===== config.mk =====
export PLATFORM = sky130hd
export DESIGN_NAME = decode_frontend_top
export DESIGN_NICKNAME = d
export VERILOG_FILES = /design/src/rtl/decode_pkg.sv /design/src/rtl/decode_frontend_top.sv /design/src/rtl/decode_stage.sv /design/src/rtl/decoder.sv /design/src/rtl/redirect_unit.sv /design/src/rtl/stable_counter.sv
export VERILOG_INCLUDE_DIRS = /design/src /design/src/rtl
export SDC_FILE = /design/constraint.sdc
export NUM_CORES = 1
export LEC_CHECK = 0
export BUFFER_PORTS_ARGS = -buffer_cell sky130_fd_sc_hd__buf_2
export CAP_MARGIN = 20
export CORE_MARGIN = 5
export CORE_UTILIZATION = 50
export DETAILED_ROUTE_END_ITERATION = 10
export HOLD_SLACK_MARGIN = 0.06
export PLACE_DENSITY_LB_ADDON = 0.12
export SYNTH_ARGS = -nofsm -noshare
export SYNTH_HDL_FRONTEND = slang
export SYNTH_SLANG_ARGS = --single-unit
export TNS_END_PERCENT = 20

===== constraint.sdc =====
create_clock -name clk -period 12.65 [get_ports clk]
set_clock_uncertainty 0.2 [all_clocks]
set_input_delay 2.53 -clock clk [delete_from_list [all_inputs] [get_ports clk]]
set_output_delay 2.53 -clock clk [all_outputs]
set_load 0.005 [all_outputs]

===== src/rtl/decode_settings.svh =====
`ifndef DECODE_SETTINGS_SVH
`define DECODE_SETTINGS_SVH

// one word, used for instructions, pcs and immediates
`define INST_W 32

// stable counter width
`define CNT_W 64

// integer register index
`define REG_IDX_W 5

// csr number width
`define CSR_ADDR_W 14

// csr number read by rdcnt.id
`define CSR_TID_ADDR 'h40

// invtlb ops above this decode as illegal
`define INVTLB_OP_MAX 6

`endif


===== src/rtl/decode_pkg.sv =====
`default_nettype none

`include "decode_settings.svh"

package decode_pkg;

  typedef logic [`INST_W-1:0] word_t;
  typedef logic [`REG_IDX_W-1:0] reg_idx_t;
  typedef logic [`CSR_ADDR_W-1:0] csr_addr_t;
  typedef logic [`CNT_W-1:0] cnt_t;
  typedef logic [3:0] opcode_t;

  typedef enum logic [2:0] {OP_ALU, OP_MUL, OP_DIV, OP_MEM, OP_CSR, OP_TLB} optype_t;

  typedef enum logic [2:0] {BR_NOP, BR_COND, BR_IMM, BR_CALL, BR_INDIR, BR_RET} br_type_t;

  typedef enum logic [2:0] {EXCP_NONE, EXCP_SYS, EXCP_BRK, EXCP_INE, EXCP_ERTN} excp_t;

  // alu sub-opcodes
  localparam opcode_t ALU_ADD  = 4'd0;
  localparam opcode_t ALU_SUB  = 4'd1;
  localparam opcode_t ALU_SLT  = 4'd2;
  localparam opcode_t ALU_SLTU = 4'd3;
  localparam opcode_t ALU_AND  = 4'd4;
  localparam opcode_t ALU_OR   = 4'd5;
  localparam opcode_t ALU_NOR  = 4'd6;
  localparam opcode_t ALU_XOR  = 4'd7;
  localparam opcode_t ALU_SLL  = 4'd8;
  localparam opcode_t ALU_SRL  = 4'd9;
  localparam opcode_t ALU_SRA  = 4'd10;
  localparam opcode_t ALU_EQU  = 4'd11;
  // passes operand 2 straight through
  localparam opcode_t ALU_OUT2 = 4'd12;

  localparam opcode_t MUL_MUL   = 4'd0;
  localparam opcode_t MUL_MULH  = 4'd1;
  localparam opcode_t MUL_MULHU = 4'd2;

  localparam opcode_t DIV_DIV  = 4'd0;
  localparam opcode_t DIV_DIVU = 4'd1;
  localparam opcode_t DIV_MOD  = 4'd2;
  localparam opcode_t DIV_MODU = 4'd3;

  localparam opcode_t TLB_TLBSRCH = 4'd0;
  localparam opcode_t TLB_TLBRD   = 4'd1;
  localparam opcode_t TLB_TLBWR   = 4'd2;
  localparam opcode_t TLB_TLBFILL = 4'd3;
  localparam opcode_t TLB_INVTLB  = 4'd4;

  // memory opcode is {kind, size}
  localparam logic [1:0] MEM_LOAD_S = 2'd0;
  localparam logic [1:0] MEM_LOAD_U = 2'd1;
  localparam logic [1:0] MEM_STORE  = 2'd2;
  localparam logic [1:0] MEM_BYTE   = 2'd0;
  localparam logic [1:0] MEM_HALF   = 2'd1;
  localparam logic [1:0] MEM_WORD   = 2'd2;

  typedef struct packed {
    word_t pc;
    word_t inst;
    logic  pred_taken;
    word_t pred_target;
  } fetch_bundle_t;

  typedef struct packed {
    word_t     pc;
    optype_t   optype;
    opcode_t   opcode;
    reg_idx_t  r1;
    reg_idx_t  r2;
    reg_idx_t  dest;
    logic      src2_is_imm;
    word_t     imm;
    br_type_t  br_type;
    logic      br_condition;
    word_t     br_target;
    logic      br_taken;
    logic      br_mistaken;
    logic      have_excp;
    excp_t     excp_type;
    csr_addr_t csr_addr;
    logic      csr_wr;
  } decoded_bundle_t;

  typedef struct packed {
    logic  valid;
    word_t target;
  } redirect_t;

endpackage

`default_nettype wire


===== src/rtl/decode_frontend_top.sv =====
`timescale 1ns/10ps
`default_nettype none

module decode_frontend_top (
  input  wire                            clk,
  input  wire                            arst_n,
  input  wire                            in_valid,
  input  wire decode_pkg::fetch_bundle_t in_bundle,
  output logic                           out_valid,
  output decode_pkg::decoded_bundle_t    out_bundle,
  output decode_pkg::redirect_t          redirect
);

  import decode_pkg::*;

  cnt_t counter;
  logic kill;

  stable_counter i_stable_counter (
    .clk     (clk),
    .arst_n  (arst_n),
    .counter (counter)
  );

  decode_stage i_decode_stage (
    .clk        (clk),
    .arst_n     (arst_n),
    .in_valid   (in_valid),
    .in_bundle  (in_bundle),
    .counter    (counter),
    .kill       (kill),
    .out_valid  (out_valid),
    .out_bundle (out_bundle)
  );

  redirect_unit i_redirect_unit (
    .out_valid  (out_valid),
    .out_bundle (out_bundle),
    .redirect   (redirect),
    .kill       (kill)
  );

endmodule

`default_nettype wire


===== src/rtl/decode_stage.sv =====
`timescale 1ns/10ps
`default_nettype none

module decode_stage (
  input  wire                            clk,
  input  wire                            arst_n,
  input  wire                            in_valid,
  input  wire decode_pkg::fetch_bundle_t in_bundle,
  input  wire decode_pkg::cnt_t          counter,
  input  wire                            kill,
  output logic                           out_valid,
  output decode_pkg::decoded_bundle_t    out_bundle
);

  import decode_pkg::*;

  logic            fetch_valid;
  fetch_bundle_t   fetch_q;
  decoded_bundle_t dec;

  decoder i_decoder (
    .fetch   (fetch_q),
    .counter (counter),
    .dec     (dec)
  );

  // kill drops both the bundle in the fetch register and the one arriving
  always_ff @(posedge clk or negedge arst_n) begin
    if (!arst_n) begin
      fetch_valid <= 1'b0;
      out_valid   <= 1'b0;
    end else if (kill) begin
      fetch_valid <= 1'b0;
      out_valid   <= 1'b0;
    end else begin
      fetch_valid <= in_valid;
      out_valid   <= fetch_valid;
    end
  end

  always_ff @(posedge clk) begin
    if (in_valid) begin
      fetch_q <= in_bundle;
    end
    if (fetch_valid) begin
      out_bundle <= dec;
    end
  end

endmodule

`default_nettype wire


===== src/rtl/decoder.sv =====
`timescale 1ns/10ps
`default_nettype none

`include "decode_settings.svh"

module decoder (
  input  wire decode_pkg::fetch_bundle_t fetch,
  input  wire decode_pkg::cnt_t          counter,
  output decode_pkg::decoded_bundle_t    dec
);

  import decode_pkg::*;

  localparam reg_idx_t R0 = 5'd0;
  localparam reg_idx_t R1 = 5'd1;

  typedef struct packed {
    logic     valid;
    optype_t  optype;
    opcode_t  opcode;
    reg_idx_t r1;
    reg_idx_t r2;
    logic     src2_is_imm;
    word_t    imm;
    reg_idx_t dest;
  } row_t;

  typedef struct packed {
    br_type_t kind;
    logic     cond;
    word_t    target;
  } br_row_t;

  row_t     base;
  br_row_t  br;
  br_type_t jirl_type;
  excp_t    excp;
  logic     valid_inst;
  logic     is_invtlb;
  logic     is_jirl;
  logic     br_taken;
  logic     br_mistaken;

  wire word_t    pc   = fetch.pc;
  wire word_t    inst = fetch.inst;
  wire reg_idx_t rd   = inst[4:0];
  wire reg_idx_t rj   = inst[9:5];
  wire reg_idx_t rk   = inst[14:10];

  wire word_t ui5  = {27'd0, inst[14:10]};
  wire word_t si12 = {{20{inst[21]}}, inst[21:10]};
  wire word_t ui12 = {20'd0, inst[21:10]};
  wire word_t si16 = {{14{inst[25]}}, inst[25:10], 2'b0};
  wire word_t si20 = {inst[24:5], 12'b0};
  wire word_t si26 = {{4{inst[9]}}, inst[9:0], inst[25:10], 2'b0};

  wire inst_rdcnt   = inst[31:10] == 22'b0000000000000000011000;
  wire inst_rdcntid = inst_rdcnt && rd == R0 && rj != R0;
  wire inst_rdcntvl = inst_rdcnt && rd != R0 && rj == R0;
  wire inst_syscall = inst[31:15] == 17'b00000000001010110;
  wire inst_break   = inst[31:15] == 17'b00000000001010100;
  wire inst_ertn    = inst == 32'b00000110010010000011100000000000;

  function automatic row_t mk_row(input optype_t ot, input opcode_t oc, input reg_idx_t a,
                                  input reg_idx_t b, input logic s2i, input word_t imm,
                                  input reg_idx_t d);
    return '{1'b1, ot, oc, a, b, s2i, imm, d};
  endfunction

  // base table, unmatched words leave valid clear
  always_comb begin
    base = '0;
    casez (inst)
      {17'b00000000000100000, 15'b?}: base = mk_row(OP_ALU, ALU_ADD, rj, rk, 1'b0, '0, rd);
      {17'b00000000000100010, 15'b?}: base = mk_row(OP_ALU, ALU_SUB, rj, rk, 1'b0, '0, rd);
      {17'b00000000000100100, 15'b?}: base = mk_row(OP_ALU, ALU_SLT, rj, rk, 1'b0, '0, rd);
      {17'b00000000000100101, 15'b?}: base = mk_row(OP_ALU, ALU_SLTU, rj, rk, 1'b0, '0, rd);
      {17'b00000000000101000, 15'b?}: base = mk_row(OP_ALU, ALU_NOR, rj, rk, 1'b0, '0, rd);
      {17'b00000000000101001, 15'b?}: base = mk_row(OP_ALU, ALU_AND, rj, rk, 1'b0, '0, rd);
      {17'b00000000000101010, 15'b?}: base = mk_row(OP_ALU, ALU_OR, rj, rk, 1'b0, '0, rd);
      {17'b00000000000101011, 15'b?}: base = mk_row(OP_ALU, ALU_XOR, rj, rk, 1'b0, '0, rd);
      {17'b00000000000101110, 15'b?}: base = mk_row(OP_ALU, ALU_SLL, rj, rk, 1'b0, '0, rd);
      {17'b00000000000101111, 15'b?}: base = mk_row(OP_ALU, ALU_SRL, rj, rk, 1'b0, '0, rd);
      {17'b00000000000110000, 15'b?}: base = mk_row(OP_ALU, ALU_SRA, rj, rk, 1'b0, '0, rd);
      {17'b00000000000111000, 15'b?}: base = mk_row(OP_MUL, MUL_MUL, rj, rk, 1'b0, '0, rd);
      {17'b00000000000111001, 15'b?}: base = mk_row(OP_MUL, MUL_MULH, rj, rk, 1'b0, '0, rd);
      {17'b00000000000111010, 15'b?}: base = mk_row(OP_MUL, MUL_MULHU, rj, rk, 1'b0, '0, rd);
      {17'b00000000001000000, 15'b?}: base = mk_row(OP_DIV, DIV_DIV, rj, rk, 1'b0, '0, rd);
      {17'b00000000001000001, 15'b?}: base = mk_row(OP_DIV, DIV_MOD, rj, rk, 1'b0, '0, rd);
      {17'b00000000001000010, 15'b?}: base = mk_row(OP_DIV, DIV_DIVU, rj, rk, 1'b0, '0, rd);
      {17'b00000000001000011, 15'b?}: base = mk_row(OP_DIV, DIV_MODU, rj, rk, 1'b0, '0, rd);
      {17'b00000000010000001, 15'b?}: base = mk_row(OP_ALU, ALU_SLL, rj, R0, 1'b1, ui5, rd);
      {17'b00000000010001001, 15'b?}: base = mk_row(OP_ALU, ALU_SRL, rj, R0, 1'b1, ui5, rd);
      {17'b00000000010010001, 15'b?}: base = mk_row(OP_ALU, ALU_SRA, rj, R0, 1'b1, ui5, rd);
      {10'b0000001000, 22'b?}: base = mk_row(OP_ALU, ALU_SLT, rj, R0, 1'b1, si12, rd);
      {10'b0000001001, 22'b?}: base = mk_row(OP_ALU, ALU_SLTU, rj, R0, 1'b1, si12, rd);
      {10'b0000001010, 22'b?}: base = mk_row(OP_ALU, ALU_ADD, rj, R0, 1'b1, si12, rd);
      {10'b0000001101, 22'b?}: base = mk_row(OP_ALU, ALU_AND, rj, R0, 1'b1, ui12, rd);
      {10'b0000001110, 22'b?}: base = mk_row(OP_ALU, ALU_OR, rj, R0, 1'b1, ui12, rd);
      {10'b0000001111, 22'b?}: base = mk_row(OP_ALU, ALU_XOR, rj, R0, 1'b1, ui12, rd);
      {7'b0001010, 25'b?}: base = mk_row(OP_ALU, ALU_OUT2, R0, R0, 1'b1, si20, rd);
      {7'b0001110, 25'b?}: base = mk_row(OP_ALU, ALU_OUT2, R0, R0, 1'b1, pc + si20, rd);
      // loads and stores carry the offset in imm, src2 stays a register
      {10'b0010100000, 22'b?}: base = mk_row(OP_MEM, {MEM_LOAD_S, MEM_BYTE}, rj, R0, 1'b0, si12, rd);
      {10'b0010100001, 22'b?}: base = mk_row(OP_MEM, {MEM_LOAD_S, MEM_HALF}, rj, R0, 1'b0, si12, rd);
      {10'b0010100010, 22'b?}: base = mk_row(OP_MEM, {MEM_LOAD_S, MEM_WORD}, rj, R0, 1'b0, si12, rd);
      {10'b0010101000, 22'b?}: base = mk_row(OP_MEM, {MEM_LOAD_U, MEM_BYTE}, rj, R0, 1'b0, si12, rd);
      {10'b0010101001, 22'b?}: base = mk_row(OP_MEM, {MEM_LOAD_U, MEM_HALF}, rj, R0, 1'b0, si12, rd);
      {10'b0010100100, 22'b?}: base = mk_row(OP_MEM, {MEM_STORE, MEM_BYTE}, rj, rd, 1'b0, si12, R0);
      {10'b0010100101, 22'b?}: base = mk_row(OP_MEM, {MEM_STORE, MEM_HALF}, rj, rd, 1'b0, si12, R0);
      {10'b0010100110, 22'b?}: base = mk_row(OP_MEM, {MEM_STORE, MEM_WORD}, rj, rd, 1'b0, si12, R0);
      // branches compare rj against rd
      {6'b010110, 26'b?}: base = mk_row(OP_ALU, ALU_EQU, rj, rd, 1'b0, '0, R0);
      {6'b010111, 26'b?}: base = mk_row(OP_ALU, ALU_EQU, rj, rd, 1'b0, '0, R0);
      {6'b011000, 26'b?}: base = mk_row(OP_ALU, ALU_SLT, rj, rd, 1'b0, '0, R0);
      {6'b011001, 26'b?}: base = mk_row(OP_ALU, ALU_SLT, rj, rd, 1'b0, '0, R0);
      {6'b011010, 26'b?}: base = mk_row(OP_ALU, ALU_SLTU, rj, rd, 1'b0, '0, R0);
      {6'b011011, 26'b?}: base = mk_row(OP_ALU, ALU_SLTU, rj, rd, 1'b0, '0, R0);
      {6'b010100, 26'b?}: base = mk_row(OP_ALU, ALU_OUT2, R0, R0, 1'b0, '0, R0);
      {6'b010101, 26'b?}: base = mk_row(OP_ALU, ALU_OUT2, R0, R0, 1'b1, pc + 32'd4, R1);
      {6'b010011, 26'b?}: base = mk_row(OP_ALU, ALU_OUT2, rj, R0, 1'b1, pc + 32'd4, rd);
      {22'b0000000000000000011000, 10'b?}: begin
        if (inst_rdcntid)
          base = mk_row(OP_CSR, 4'd0, R0, R0, 1'b0, '0, rj);
        else if (inst_rdcntvl)
          base = mk_row(OP_ALU, ALU_OUT2, R0, R0, 1'b1, counter[`INST_W-1:0], rd);
      end
      {22'b0000000000000000011001, 10'b?}:
        base = mk_row(OP_ALU, ALU_OUT2, R0, R0, 1'b1, counter[`CNT_W-1:`INST_W], rd);
      {8'b00000100, 24'b?}: base = mk_row(OP_CSR, 4'd0, rj, rd, 1'b0, '0, rd);
      {22'b0000011001001000001010, 10'b?}: base = mk_row(OP_TLB, TLB_TLBSRCH, R0, R0, 1'b0, '0, R0);
      {22'b0000011001001000001011, 10'b?}: base = mk_row(OP_TLB, TLB_TLBRD, R0, R0, 1'b0, '0, R0);
      {22'b0000011001001000001100, 10'b?}: base = mk_row(OP_TLB, TLB_TLBWR, R0, R0, 1'b0, '0, R0);
      {22'b0000011001001000001101, 10'b?}: base = mk_row(OP_TLB, TLB_TLBFILL, R0, R0, 1'b0, '0, R0);
      // invtlb op rides in imm
      {17'b00000110010010011, 15'b?}: base = mk_row(OP_TLB, TLB_INVTLB, rj, rk, 1'b0, {27'd0, rd}, R0);
      default: base = '0;
    endcase
  end

  assign jirl_type = (rd == R0 && rj == R1 && inst[25:10] == 16'd0) ? BR_RET : BR_INDIR;

  // branch table, jirl target is only the offset
  always_comb begin
    case (inst[31:26])
      6'b010110: br = '{BR_COND, 1'b1, pc + si16};
      6'b010111: br = '{BR_COND, 1'b0, pc + si16};
      6'b011000: br = '{BR_COND, 1'b1, pc + si16};
      6'b011001: br = '{BR_COND, 1'b0, pc + si16};
      6'b011010: br = '{BR_COND, 1'b1, pc + si16};
      6'b011011: br = '{BR_COND, 1'b0, pc + si16};
      6'b010100: br = '{BR_IMM, 1'b0, pc + si26};
      6'b010101: br = '{BR_CALL, 1'b0, pc + si26};
      6'b010011: br = '{jirl_type, 1'b0, si16};
      default:   br = '{BR_NOP, 1'b0, '0};
    endcase
  end

  assign is_jirl     = br.kind == BR_INDIR || br.kind == BR_RET;
  assign br_taken    = br.kind == BR_IMM || br.kind == BR_CALL;
  assign br_mistaken = fetch.pred_taken &&
                       (br.kind == BR_NOP || (!is_jirl && fetch.pred_target != br.target)) ||
                       !fetch.pred_taken && br_taken;

  assign valid_inst = base.valid || inst_syscall || inst_break || inst_ertn;
  assign is_invtlb  = base.optype == OP_TLB && base.opcode == TLB_INVTLB;

  // ertn first, illegal last
  always_comb begin
    excp = EXCP_NONE;
    if (inst_ertn)
      excp = EXCP_ERTN;
    else if (inst_syscall)
      excp = EXCP_SYS;
    else if (inst_break)
      excp = EXCP_BRK;
    else if (!valid_inst || (is_invtlb && rd > reg_idx_t'(`INVTLB_OP_MAX)))
      excp = EXCP_INE;
  end

  always_comb begin
    dec.pc           = pc;
    dec.optype       = base.optype;
    dec.opcode       = base.opcode;
    dec.r1           = base.r1;
    dec.r2           = base.r2;
    dec.dest         = base.dest;
    dec.src2_is_imm  = base.src2_is_imm;
    dec.imm          = base.imm;
    dec.br_type      = br.kind;
    dec.br_condition = br.cond;
    dec.br_target    = br.target;
    dec.br_taken     = br_taken;
    dec.br_mistaken  = br_mistaken;
    dec.have_excp    = excp != EXCP_NONE;
    dec.excp_type    = excp;
    dec.csr_addr     = inst_rdcntid ? csr_addr_t'(`CSR_TID_ADDR) : inst[23:10];
    dec.csr_wr       = rj == R1;
  end

endmodule

`default_nettype wire


===== src/rtl/redirect_unit.sv =====
`timescale 1ns/10ps
`default_nettype none

module redirect_unit (
  input  wire                              out_valid,
  input  wire decode_pkg::decoded_bundle_t out_bundle,
  output decode_pkg::redirect_t            redirect,
  output logic                             kill
);

  import decode_pkg::*;

  logic  mispredict;
  word_t seq_pc;

  assign mispredict = out_valid && out_bundle.br_mistaken;
  assign seq_pc     = out_bundle.pc + word_t'(4);

  // taken branches resume at their target, everything else falls through
  always_comb begin
    redirect.valid  = mispredict;
    redirect.target = out_bundle.br_taken ? out_bundle.br_target : seq_pc;
  end

  assign kill = mispredict;

endmodule

`default_nettype wire


===== src/rtl/stable_counter.sv =====
`timescale 1ns/10ps
`default_nettype none

module stable_counter (
  input  wire              clk,
  input  wire              arst_n,
  output decode_pkg::cnt_t counter
);

  // time source for rdcnt.vl.w / rdcnt.vh.w
  always_ff @(posedge clk or negedge arst_n) begin
    if (!arst_n) begin
      counter <= '0;
    end else begin
      counter <= counter + 1'b1;
    end
  end

endmodule

`default_nettype wire


Word level (Yosys, flattened, before mapping):

Index checks and enable logic that the tools add are counted.

* register bits after elaboration: 307
* input bits: 100
* output and inout bits: 178

* add/subtract/negate cells: 6
* order comparisons: 1
* equal/unequal tests: 65
* mux-type cells: 12
* reduce and logical (&&, ||, !) cells: 35

Operators with widths (count)
* $pmux W56 S51: 1
* $eq A17 B6 Y1 const B: 14
* $pmux W36 S5: 1
* $mux W56: 2
* $eq A17 B7 Y1 const B: 6
* $add A32 B32 Y32: 3
* $eq A22 B17 Y1 const B: 4
* $eq A10 B8 Y1 const B: 8
* $add A32 B3 Y32 const B: 2
* $add A64 B1 Y64 const B: 1
* $eq A10 B4 Y1 const B: 6
* $eq A6 B5 Y1 const B: 9
* $eq A17 B8 Y1 const B: 3
* $eq A22 B5 Y1 const B: 2
* $eq A32 B27 Y1 const B: 1
* $mux W32: 1
* $ne A32 B32 Y1: 1
* $eq A17 B12 Y1 const B: 1
* $logic_not A16 Y1: 1
* $eq A7 B4 Y1 const B: 2
* $logic_and A1 B1 Y1: 12
* $logic_not A5 Y1: 2
* $reduce_bool A5 Y1: 2
* $eq A3 B3 Y1 const B: 3
* other kinds (14): 31

Longest topological paths before layout:

* word-level depth: 16
* gate-level depth with buffers: 15

By module:

Synthesis repeated with hierarchy kept, for this count alone.

* cell total of the unflattened synthesis: 1915
* area total of the unflattened synthesis: 19257.2 µm²

Modules (own cells, without submodules)
* decoder: instances 1, cells an instance 1240, area an instance 8010.2 µm²
* decode_stage: instances 1, cells an instance 245, area an instance 7299.5 µm²
* stable_counter: instances 1, cells an instance 273, area an instance 2995.4 µm²
* redirect_unit: instances 1, cells an instance 157, area an instance 952.2 µm²

Least setup slack after synthesis:

No wires, ideal clock.

* path kind: flip-flop to output port
* start: register, netlist name i_decode_stage.out_bundle[118]
* end: output redirect[30] (netlist name)
* arrival: 2065 ps
* required time: 9920 ps
* path slack: 7855 ps
* cell stages (with the launch flop): 9
* path buffers: 0
* cell sequence: edfxtp_1 and3_1 and3_1 nand3_1 nor3_1 and3_1 nand4_1 xor2_1 o21ai_0

RTL lines
* end, declared: line decode_frontend_top.sv:11 `output decode_pkg::redirect_t redirect`

==> impl_metrics.prom <==
# TYPE chip_impl_metric gauge
chip_impl_info{name="status",value="complete, no violations"} 1
chip_impl_metric{name="synthToLayoutAreaGrowth",unit="%"} 16.46
chip_impl_metric{name="ys_warn_count",unit=""} 0
chip_impl_metric{name="report.final.slew_viol_count",unit=""} 0
chip_impl_metric{name="final_area",unit="µm²"} 20980
chip_impl_metric{name="vdd_drop_max",unit="µV"} 119.5
chip_impl_info{name="post-synth-top-area-cell",value="edfxtp_1"} 1
chip_impl_info{name="worstHoldStart",value="i_stable_counter.counter[63]"} 1
chip_impl_metric{name="edff_count_synth",unit=""} 241
chip_impl_metric{name="synth_cell_type_count",unit=""} 82
chip_impl_info{name="cts_root_buffer",value="clkbuf_16"} 1
chip_impl_metric{name="clock_path_buffers",unit=""} 3
chip_impl_info{name="crit_type",value="register to output pin"} 1
chip_impl_metric{name="synth_fp_nets",unit=""} 1942
chip_impl_metric{name="placedInstanceArea",unit="µm²"} 19870
chip_impl_metric{name="syn_area",unit="µm²"} 18010
chip_impl_metric{name="placement.io_buffers",unit=""} 277
chip_impl_info{name="synth_top_cells_by_area",value="edfxtp_1, dfrtp_1, xnor2_1"} 1
chip_impl_metric{name="antenna_found_initial",unit=""} 0
chip_impl_metric{name="totalWireLength",unit="µm"} 60880
chip_impl_metric{name="cts_h_tree_lvls",unit=""} 2
chip_impl_metric{name="synth.ff_latch_count",unit=""} 307
chip_impl_metric{name="globalplace.congestion",unit=""} 0.9662
chip_impl_metric{name="y_dimension_of_the_die",unit="µm"} 199.8
chip_impl_metric{name="io_pins",unit=""} 278
chip_impl_metric{name="groute.usage.overall",unit="%"} 29.53
chip_impl_metric{name="initial_utilization",unit="%"} 50.64
chip_impl_metric{name="grt_first_pass_wirelength",unit="µm"} 89230
chip_impl_metric{name="cts-hold-fix-buffers",unit=""} 0
chip_impl_metric{name="syn_inst",unit=""} 1776
chip_impl_info{name="critical_path.reg2reg.endpoint",value="i_decode_stage.out_bundle[19]"} 1
chip_impl_metric{name="globalRouteOverflowTotal",unit=""} 0
chip_impl_metric{name="drc",unit=""} 0
chip_impl_metric{name="dp.final_hpwl",unit="µm"} 45190
chip_impl_metric{name="timing.final.setup_violations",unit=""} 0
chip_impl_metric{name="fp.dieArea",unit="µm²"} 39920
chip_impl_metric{name="grt_start_max_net_pins",unit=""} 70
chip_impl_metric{name="rrSetupSlack",unit="ps"} 7400
chip_impl_metric{name="fillers",unit=""} 3096
chip_impl_info{name="worstSetupStartpointType",value="register"} 1
chip_impl_metric{name="worstMarginPinSlew",unit="ps"} 920.4
chip_impl_metric{name="synthesized_area_per_cell",unit="µm²"} 10.14
chip_impl_metric{name="route.detailed.vias_per_inst",unit=""} 6.167
chip_impl_metric{name="finalCritPeriodShare",unit="%"} 46.77
chip_impl_metric{name="nets",unit=""} 2199
chip_impl_metric{name="postCtsSetupRepairBufs",unit=""} 0
chip_impl_metric{name="dr.pass1.iters",unit=""} 6
chip_impl_metric{name="post_cts_resize_count",unit=""} 0
chip_impl_metric{name="yosysTopAreaCellShare",unit="%"} 40.18
chip_impl_metric{name="core",unit="µm²"} 35570
chip_impl_metric{name="placementRows",unit=""} 69
chip_impl_metric{name="setup-tns-final",unit="ps"} 0
chip_impl_metric{name="cts.reportedPaths.clkPinSlew",unit="ps"} 60
chip_impl_info{name="timing.hold.worst.class",value="register to register"} 1
chip_impl_metric{name="min_delay_path_depth",unit=""} 1
chip_impl_metric{name="yosysSeqAreaShare",unit="%"} 49.34
chip_impl_metric{name="postRouteAntennaNets",unit=""} 0
chip_impl_info{name="setup.worst_path.end_class",value="output pin"} 1
chip_impl_info{name="cts_tree",value="built"} 1
chip_impl_metric{name="cellLeakagePower",unit="nW"} 8.638
chip_impl_metric{name="slew_headroom",unit="%"} 38.08
chip_impl_metric{name="hold_ws",unit="ps"} 284.5
chip_impl_metric{name="max_cap_violations",unit=""} 0
chip_impl_metric{name="routed-via-count",unit=""} 15530
chip_impl_metric{name="r2r.worst_path.cells",unit=""} 14
chip_impl_metric{name="final_hold_viol_count",unit=""} 0
chip_impl_info{name="hold-path-endpoint",value="i_stable_counter.counter[63]"} 1
chip_impl_metric{name="clock_sink_count",unit=""} 307
chip_impl_info{name="grt_setup_unrepaired",value="false"} 1
chip_impl_metric{name="tritoncts.num_buffers",unit=""} 35
chip_impl_info{name="yosys_most_used_dff",value="edfxtp_1"} 1
chip_impl_metric{name="timing.fmax",unit="GHz"} 0.1690
chip_impl_metric{name="power.density_cell_area",unit="nW/µm²"} 130.7
chip_impl_metric{name="drtIter0Drc",unit=""} 1629
chip_impl_metric{name="first_global_vias",unit=""} 14610
chip_impl_metric{name="finalCoreUtilization",unit="%"} 58.98
chip_impl_metric{name="clock_insertion_delay_worst_skew",unit="ps"} 540
chip_impl_metric{name="diodes",unit=""} 0
chip_impl_metric{name="biggest_fanout_along_the_worst_timing_path",unit=""} 5
chip_impl_metric{name="drive_above_1_share",unit="%"} 19.14
chip_impl_metric{name="floorplan.die.width",unit="µm"} 199.8
chip_impl_metric{name="required_time_of_the_critical_path",unit="ps"} 9920
chip_impl_info{name="regToRegStartpoint",value="i_decode_stage.fetch_q[43]"} 1
chip_impl_metric{name="routed_wire_length_per_instance",unit="µm"} 24.17
chip_impl_metric{name="synth_async_sr_flop_share",unit="%"} 21.50
chip_impl_metric{name="fin_crit",unit="ps"} 5917
chip_impl_metric{name="cp_data_arrival_time",unit="ps"} 3190
==> report_power, final <==
group | switching (W) | leakage [nW] | internal, W | total [W]
combinational | 0.000308 | 4.81 | 0.000201 | 0.000509
clock | 0.000409 | 0.556 | 0.000575 | 0.000983
sequential | 0.0000815 | 3.27 | 0.00117 | 0.00125
==> how the worst max path moves through the flow <==
| stage | cells past startpoint | start | endpoint | slack [ps] |
|---|---|---|---|---|
| after floorplan | 8 | i_decode_stage.out_bundle[118] | redirect[30] | 7850 |
| after global placement | 9 | i_decode_stage.out_bundle[118] | redirect[31] | 7360 |
| after detailed placement | 9 | i_decode_stage.out_bundle[118] | redirect[31] | 7300 |
| after CTS | 9 | i_decode_stage.out_bundle[118] | redirect[31] | 6730 |
| after global routing | 9 | i_decode_stage.out_bundle[118] | redirect[31] | 6490 |
| final | 9 | i_decode_stage.out_bundle[118] | redirect[31] | 6730 |
==> layout by cell type (no fill, tap or decap), types with 28 or more instances in the layout <==
| master | instances |
|---|---|
| dfrtp_1 | 65 |
| buf_2 | 276 |
| ha_1 | 64 |
| nand2_1 | 225 |
| inv_1 | 32 |
| nor3_1 | 42 |
| a21o_1 | 28 |
| o21ai_0 | 109 |
| buf_4 | 28 |
| xnor2_1 | 98 |
| xor2_1 | 72 |
| and3_1 | 35 |
| clkbuf_16 | 35 |
| edfxtp_1 | 241 |
| nor2_1 | 123 |
| nand4_1 | 38 |
| a21oi_1 | 85 |
| nand3_1 | 75 |
==> synthesized netlist by cell type, types with 7 or more instances <==
library cell	n
edfxtp_1	241
nand2_1	225
nor2_1	123
o21ai_0	109
xnor2_1	98
a21oi_1	86
nand3_1	75
clkbuf_1	74
xor2_1	72
dfrtp_1	66
ha_1	64
nor3_1	42
nand4_1	38
and3_1	35
inv_1	32
a21o_1	28
nor2b_1	26
nand2b_1	21
a22oi_1	19
and2_1	17
nor4_1	16
a22o_1	15
o211ai_1	15
mux2i_1	14
a211oi_1	13
or3_1	13
a31oi_1	11
o31ai_1	11
a221o_1	10
o2111ai_1	10
o221ai_1	10
a221oi_1	9
o21a_1	9
or2_2	7
==> kinds of logic (layout without fill, tap and decap cells) <==
family / after synthesis / after routing / synth area share [%]
flops: 307 / 307 / 49.34
simple gates: 679 / 679 / 18.48
fa+ha+maj: 66 / 66 / 4.668
compound gates: 417 / 417 / 15.56
buf+inv: 117 / 399 / 2.507
mux: 20 / 20 / 1.174
xor+xnor: 170 / 170 / 8.266
==> state kept, by name (all words and copies together), names as in the netlist <==
name / count
i_decode_stage.fetch_q: 97
i_decode_stage.out_valid: 1
i_stable_counter.counter: 64
i_decode_stage.fetch_valid: 1
i_decode_stage.out_bundle: 144
==> worst max-delay path, stage by stage, from the launching register on <==
cell      delay, ps
edfxtp_1        430
and3_1          220
and3_1          210
nand3_1         200
nor3_1          750
nand3_1         280
nor2_1          200
xnor2_1         140
o21ai_0          80
buf_2           150
==> metrics by stage <==
stage,instances,setup slack [ps],total power (W)
floorplan,1776,7855,0.001561
global placement,2457,7360,0.001758
detailed placement,2457,7302,0.001765
CTS,2519,6734,0.002747
global route,2519,6494,0.002856
finish,2519,6733,0.002741
==> final cells by class <==
class / count / area [µm²] / area share [%]
well taps: 461 / 576.8 / 2.749
multi-input cells: 1352 / 8686 / 41.40
clock inverters: 20 / 166.4 / 0.7932
flip-flops and latches: 307 / 8892 / 42.39
clock buffers: 42 / 942.2 / 4.491
inverters: 33 / 123.9 / 0.5904
repair buffers: 304 / 1592 / 7.586
==> per-layer routing <==
layer / global-route usage [%] / wire, µm
met5: 0 / 0
met4: 9.208 / 2042
met3: 6.512 / 5822
met2: 45.65 / 27300
met1: 42.02 / 25720
No activity file was read; power rests on OpenSTA's default activity.
